===== src/hdl/cache_ctrl_pkg.sv =====
// Cache controller state encoding and miss sequence word counter type
package cache_ctrl_pkg;

   typedef enum logic [2:0] {
      IDLE,       // Waiting for a request
      COMPARE,    // Tag lookup in both ways
      WB_WRITE,   // Dirty victim written back
      FILL_ISSUE, // Line reads sent to the banks
      FILL_WAIT,  // Waiting for the last fill word
      REPLY,      // Miss finished
      ERR_REPLY   // Misaligned address reported
   } ctrl_state_t;

   // Word position within a line
   typedef logic [1:0] word_cnt_t;

endpackage


===== src/hdl/mem_sys_pkg.sv =====
// Address geometry, data width and address field split constants
package mem_sys_pkg;

   // Bus widths
   localparam int ADDR_W = 16;
   localparam int DATA_W = 16;

   // Default address split is tag 5, index 8, offset 3
   localparam int TAG_W    = 5;
   localparam int OFFSET_W = 3;

   // Words in one cache line, one memory bank per word
   localparam int WORDS_PER_LINE = 4;

   // Offset bits that pick the word within a line
   localparam int WORD_SEL_W = $clog2(WORDS_PER_LINE);

   // Offset bits below the word select, the byte select
   localparam int BYTE_SEL_W = OFFSET_W - WORD_SEL_W;

endpackage

===== src/hdl/cache_ctrl.sv =====
// Cache controller with request capture, miss sequencing, victim choice and replies
`timescale 1ns/1ps

module cache_ctrl
   import mem_sys_pkg::*, cache_ctrl_pkg::*;
#(
   parameter  int INDEX_W  = 8,
   parameter  int BANK_LAT = 4,
   localparam int TAG_BITS = ADDR_W - INDEX_W - OFFSET_W
) (
   input  logic                  clk,
   input  logic                  arst_n,
   input  logic [ADDR_W-1:0]     addr,
   input  logic [DATA_W-1:0]     data_in,
   input  logic                  rd,
   input  logic                  wr,
   input  logic                  way0_hit,
   input  logic                  way0_valid,
   input  logic                  way0_dirty,
   input  logic [TAG_BITS-1:0]   way0_tag,
   input  logic [DATA_W-1:0]     way0_data,
   input  logic                  way1_hit,
   input  logic                  way1_valid,
   input  logic                  way1_dirty,
   input  logic [TAG_BITS-1:0]   way1_tag,
   input  logic [DATA_W-1:0]     way1_data,
   input  logic [DATA_W-1:0]     mem_data_out,
   input  logic                  mem_valid,
   input  logic                  mem_stall,
   output logic [DATA_W-1:0]     data_out,
   output logic                  done,
   output logic                  stall,
   output logic                  cache_hit,
   output logic                  err,
   output logic                  way0_enable,
   output logic                  way1_enable,
   output logic [INDEX_W-1:0]    way_index,
   output logic [WORD_SEL_W-1:0] way_offset,
   output logic [TAG_BITS-1:0]   way_tag,
   output logic [DATA_W-1:0]     way_data,
   output logic                  way_comp,
   output logic                  way_write,
   output logic                  way_valid_in,
   output logic [ADDR_W-1:0]     mem_addr,
   output logic [DATA_W-1:0]     mem_data_in,
   output logic                  mem_wr,
   output logic                  mem_rd
);

   // At most one read per bank and one per latency cycle in flight
   localparam int INFLIGHT_MAX = (BANK_LAT < WORDS_PER_LINE) ? BANK_LAT : WORDS_PER_LINE;
   localparam int INFLIGHT_W   = $clog2(INFLIGHT_MAX + 1);

   ctrl_state_t state;

   logic [ADDR_W-1:0]     req_addr;
   logic [DATA_W-1:0]     req_data;
   logic                  req_wr;
   logic [TAG_BITS-1:0]   req_tag;
   logic [INDEX_W-1:0]    req_index;
   logic [WORD_SEL_W-1:0] req_word;

   logic [2**INDEX_W-1:0] victim_ptr;   // One per set
   logic                  sel_way;
   logic                  vict_way;
   logic                  vict_dirty;
   logic                  hit_any;
   logic                  line_busy;
   logic                  filling;
   logic                  issue_rd;
   logic                  rd_way;
   logic [DATA_W-1:0]     rd_word;
   logic [DATA_W-1:0]     data_q;
   logic [TAG_BITS-1:0]   sel_tag;

   word_cnt_t             iss_cnt;      // Words sent to memory
   word_cnt_t             ret_cnt;      // Fill words returned
   logic [INFLIGHT_W-1:0] inflight;

   assign req_tag   = req_addr[ADDR_W-1 -: TAG_BITS];
   assign req_index = req_addr[OFFSET_W +: INDEX_W];
   assign req_word  = req_addr[BYTE_SEL_W +: WORD_SEL_W];

   assign hit_any    = way0_hit | way1_hit;
   assign vict_way   = !way0_valid ? 1'b0 : (!way1_valid ? 1'b1 : victim_ptr[req_index]);
   assign vict_dirty = vict_way ? (way1_valid & way1_dirty) : (way0_valid & way0_dirty);

   assign filling   = (state == FILL_ISSUE) || (state == FILL_WAIT);
   assign line_busy = (state == WB_WRITE) || filling || (state == REPLY);
   assign issue_rd  = (state == FILL_ISSUE) && !mem_stall;

   always_ff @(posedge clk or negedge arst_n) begin
      if (!arst_n) begin
         state      <= IDLE;
         sel_way    <= 1'b0;
         victim_ptr <= '0;
         iss_cnt    <= '0;
         ret_cnt    <= '0;
         inflight   <= '0;
      end else begin
         case (state)
            IDLE, ERR_REPLY: begin
               if (rd || wr) begin
                  state <= (addr[BYTE_SEL_W-1:0] != '0) ? ERR_REPLY : COMPARE;
               end else begin
                  state <= IDLE;
               end
            end
            COMPARE: begin
               if (hit_any) begin
                  state <= IDLE;
               end else begin
                  sel_way               <= vict_way;
                  victim_ptr[req_index] <= ~victim_ptr[req_index];   // Flips on every miss
                  state                 <= vict_dirty ? WB_WRITE : FILL_ISSUE;
               end
            end
            WB_WRITE:   if (!mem_stall && iss_cnt == 2'd3) state <= FILL_ISSUE;
            FILL_ISSUE: if (!mem_stall && iss_cnt == 2'd3) state <= FILL_WAIT;
            FILL_WAIT:  if (mem_valid && inflight == INFLIGHT_W'(1)) state <= REPLY;
            default:    state <= IDLE;
         endcase

         if ((state == WB_WRITE || state == FILL_ISSUE) && !mem_stall) begin
            iss_cnt <= iss_cnt + 1'b1;   // Wraps to 0 after the fourth word
         end
         if (mem_valid) begin
            ret_cnt <= ret_cnt + 1'b1;
         end
         case ({issue_rd, mem_valid})
            2'b10:   inflight <= inflight + 1'b1;
            2'b01:   inflight <= inflight - 1'b1;
            default: inflight <= inflight;
         endcase
      end
   end

   always_ff @(posedge clk) begin
      if ((state == IDLE || state == ERR_REPLY) && (rd || wr)) begin
         req_addr <= addr;
         req_data <= data_in;
         req_wr   <= wr;
      end
   end

   assign way0_enable  = (state == COMPARE) | (line_busy & ~sel_way);
   assign way1_enable  = (state == COMPARE) | (line_busy & sel_way);
   assign way_index    = req_index;
   assign way_offset   = (state == WB_WRITE) ? iss_cnt : (filling ? ret_cnt : req_word);
   assign way_tag      = req_tag;
   assign way_data     = filling ? mem_data_out : req_data;
   assign way_comp     = (state == COMPARE) || (state == REPLY);
   assign way_write    = way_comp ? req_wr : (filling & mem_valid);
   assign way_valid_in = filling;

   // Write-back address uses the victim tag, fill address the request tag
   assign sel_tag     = sel_way ? way1_tag : way0_tag;
   assign mem_addr    = {(state == WB_WRITE) ? sel_tag : req_tag, req_index, iss_cnt,
                         {BYTE_SEL_W{1'b0}}};
   assign mem_data_in = sel_way ? way1_data : way0_data;
   assign mem_wr      = (state == WB_WRITE);
   assign mem_rd      = (state == FILL_ISSUE);

   assign rd_way  = (state == COMPARE) ? way1_hit : sel_way;
   assign rd_word = rd_way ? way1_data : way0_data;

   assign done      = ((state == COMPARE) && hit_any) || (state == REPLY);
   assign cache_hit = (state == COMPARE) && hit_any;
   assign stall     = (state == COMPARE) || line_busy;
   assign err       = (state == ERR_REPLY);

   always_ff @(posedge clk) begin
      if (done) begin
         data_q <= rd_word;   // Held until the next done
      end
   end

   assign data_out = done ? rd_word : data_q;

endmodule


===== config.mk =====
export PLATFORM = sky130hd
export DESIGN_NAME = cache_ctrl
export DESIGN_NICKNAME = d
export VERILOG_FILES = /design/src/hdl/cache_ctrl_pkg.sv /design/src/hdl/mem_sys_pkg.sv /design/src/hdl/cache_ctrl.sv
export SDC_FILE = /design/constraint.sdc
export NUM_CORES = 1
export LEC_CHECK = 0
export ABC_AREA = 1
export BUFFER_PORTS_ARGS = -buffer_cell sky130_fd_sc_hd__buf_2
export CELL_PAD_IN_SITES_DETAIL_PLACEMENT = 1
export CELL_PAD_IN_SITES_GLOBAL_PLACEMENT = 2
export CORE_MARGIN = 4
export CORE_UTILIZATION = 30
export CTS_CLUSTER_DIAMETER = 30
export DETAILED_ROUTE_END_ITERATION = 16
export GPL_ROUTABILITY_DRIVEN = 0
export PLACE_DENSITY_LB_ADDON = 0.1
export SYNTH_ARGS = -nofsm -noshare
export SYNTH_HDL_FRONTEND = slang
export SYNTH_SLANG_ARGS = --single-unit

===== constraint.sdc =====
create_clock -name clk -period 2.2 [get_ports clk]
set_input_delay 0.11 -clock clk [delete_from_list [all_inputs] [get_ports clk]]
set_output_delay 0.11 -clock clk [all_outputs]
set_load 0.02 [all_outputs]

==> summary.txt <==
Hold Fails Final Rpt = 0
first-pass GRT wire length = 107000 um
filler instances = 6483
CTS max path bufs = 3
clock power share = 48.1%
CTS tree = yes
Routed Antenna Nets = 0
clock period minus final worst setup slack = 2720 ps
Layout area overhead = 48.2%
Clock Skew = 32.3 ps
ranking of synthesized cells by area = dfrtp_1 41%, nand2_1 23%, nand3_1 8.2%, o21ai_1 6.3%, edfxtp_1 5.9%
Initial DRC Count = 984
DR pass1 iterations = 5
Synth Cell Area = 16400 um2
FF+latch area = 7960 um2
static leakage = 0.0117 uW
Cell Pwr Density = 1220 nW/um2
WP data arrival = 3270 ps
Distinct cells, synth = 30
CP Max Fanout = 42
Die ar. = 58400 um2
register share of total power = 23.0%
Slew Limit Fails = 0
post-synthesis register bit count = 315
final WL = 69100 um
CP startpoint kind = flop
I/O pins = 192
Vias per Instance = 4.95
internal power = 19600 uW
post-place setup slack = -594 ps
top-area cell type share of the netlist area = 40.8%
antenna violations before repair = 2
vias in the first global route = 18400
count leader, synth = nand2_1
Placeable Area = 53900 um2
Max H-tree Level = 3
starting density of the core = 30.4%
Commonest cells post-synth = 1022 x nand2_1, 268 x nand3_1, 267 x dfrtp_1
Worst slew margin = 55.1%
RSZ-0062 raised after global routing = yes
top_reg_cell synth = dfrtp_1
share of layout cells above drive strength 1 = 22.4%
dominant cell type by area after synthesis = dfrtp_1
Slew @ Worst Pin = 673 ps
Clock Sinks = 315
Worst VDD drop = 600 uV
CP required = 2750 ps
Clock Pin Slew Worst Setup and Hold Paths = 40 ps
sequential element share of the synthesized area = 48.6%
worst setup margin = -525 ps
Comb pwr share = 28.9%
switching share of power = 34.1%
die width = 242 um
HPWL after detailed placement = 42800 um
Fmax = 367 MHz
residual DRC count = 0
switching power = 10100 uW
post-layout util = 45.0%
worst skew pair latency = 640 ps
final worst-path cycle share = 124%
R2R Setup Slk = -520 ps
wire length per cell = 19.9 um
Placement Rows = 85
Syn Area/Cell = 7.18 um2
Max-Cap Viols = 0
worst setup path class = reg -> reg
HP Class = in -> reg
EDFF count, synth = 32
Post-Syn Nets = 2387
via count = 17200
gr usage total = 22.9%
CP endpoint kind = flop
CTS Root Buffer Type = clkbuf_16
violated checks = negative setup slack
Die Height = 242 um
nets = 2799
status = finished, violations left
GRT overflow = 0
ys async rst share = 84.8%
I/O Buffers = 190
multi-input logic area = 7620 um2
maximum number of pins on one net before global-route repair = 71
setup violators final = 296
CTS buffer count = 104
Post-Synthesis Cells = 2280
yosys warns = 0
placed cells by master, fill, tap and decap left out, types with 5 or more instances in the layout:
cell type         n
bufinv_16         6
clkbuf_1         22
nand3_1         267
buf_4           149
buf_12           47
o21ai_1         216
a21oi_1          14
a31oi_1          11
clkbuf_8         20
dfrtp_1         267
clkbuf_16       115
o21ai_0          38
o31ai_1           5
a31oi_2          12
buf_6            15
nor2_4            6
dfxtp_1          16
ha_1              5
edfxtp_1         32
nand2_1        1006
inv_1            43
nor2_2           10
buf_2           173
dlygate4sd3_1    71
nor2_1          122
nand2_2          15
clkinv_1          9
clkinv_2         25
what timing repair did:
item	CTS	global route
pin swaps	10	0
setup buffers	0	6
resized for setup	46	46
endpoints found under the setup margin	299	300
gates cloned	0	12
hold endpoints to repair	272	0
hold buffers	71	0
sequential cells by signal (all words and copies together) (netlist names), 2 cells and up:
name and flops:
data_q 16, req_addr 15, ret_cnt 2, victim_ptr 256, iss_cnt 2, req_data 16
state 3, inflight 3
per-layer routing:
layer | up-vias | GRT usage (%) | part of all wire (%)
met5 | - | 0 | 0
met4 | 0 | 6.69 | 2.4
met3 | 110 | 4.38 | 4.2
met2 | 367 | 36.7 | 46
met1 | 8488 | 31.8 | 47
li1 | 8251 | - | -
final timing paths:
kind | from | end | cells after the start
worst max-delay path | req_addr[3]$_DFFE_PP_ | victim_ptr[236]$_DFFE_PN0P_ | 19
worst min-delay path | way0_dirty | state[0]$_DFFE_PN0P_ | 10
worst max register to register | req_addr[3]$_DFFE_PP_ | victim_ptr[236]$_DFFE_PN0P_ | 19
worst min register to register | ret_cnt[1]$_DFFE_PN0P_ | ret_cnt[1]$_DFFE_PN0P_ | 1
max in group asynchronous | arst_n | victim_ptr[15]$_DFFE_PN0P_ | 3
min in group asynchronous | arst_n | iss_cnt[0]$_DFFE_PN0P_ | 2
logic make-up after synthesis:
kind of cell | share of synthesized area [%]
flops | 48.6
xor+xnor | 0.321
mux | 0.0688
fa+ha+maj | 0.382
simple gates | 35.0
compound gates | 9.55
buf+inv | 6.07
other cells | 0.0229
critical path, cell delays in order, from the launching register on:
cell	delay, ps
edfxtp_1	440
inv_4	90
buf_6	140
clkbuf_16	180
nand2_1	70
nand2_1	50
nand2_1	50
nand2_1	50
nand2_1	70
nand2_2	90
nor2_4	150
nor2_1	60
nor2_1	110
nand2_1	60
nand2_1	70
nand2_2	90
nor2_4	250
clkinv_8	200
buf_12	230
o21ai_1	150
per-stage QoR:
stage / hold WS (ps) / cell area, um2 / std cells / TNS, ps / total power [uW]
detailed placement: 159 / 19500 / 3193 / -128950 / 14800
global placement: 154 / 19500 / 3193 / -123760 / 14700
CTS: 17.3 / 23800 / 3457 / -115320 / 29700
global route: 86.0 / 24300 / 3477 / -185920 / 31100
finish: 45.8 / 24300 / 3477 / -124800 / 29700
floorplan: -186 / 16400 / 2280 / 0 / 11100
power groups by stage:
stage | logic, uW | registers [uW] | clock network (uW)
after floorplan | 4300 | 6830 | 0
after global placement | 7870 | 6860 | 0
after detailed placement | 7960 | 6890 | 0
after CTS | 8370 | 6820 | 14500
after global routing | 9250 | 6880 | 15000
final | 8590 | 6820 | 14300
cell type report:
type,instances,share of cell area [%]
timing repair inverter,2,0.0722
inverter,53,0.882
multi-input combinational,1748,31.4
sequential,315,32.8
clock buffer,149,12.5
antenna,2,0.0206
timing repair buffer,468,16.9
clock inverter,44,1.76
tap,696,3.59
Power figures use the tool's default switching activity.
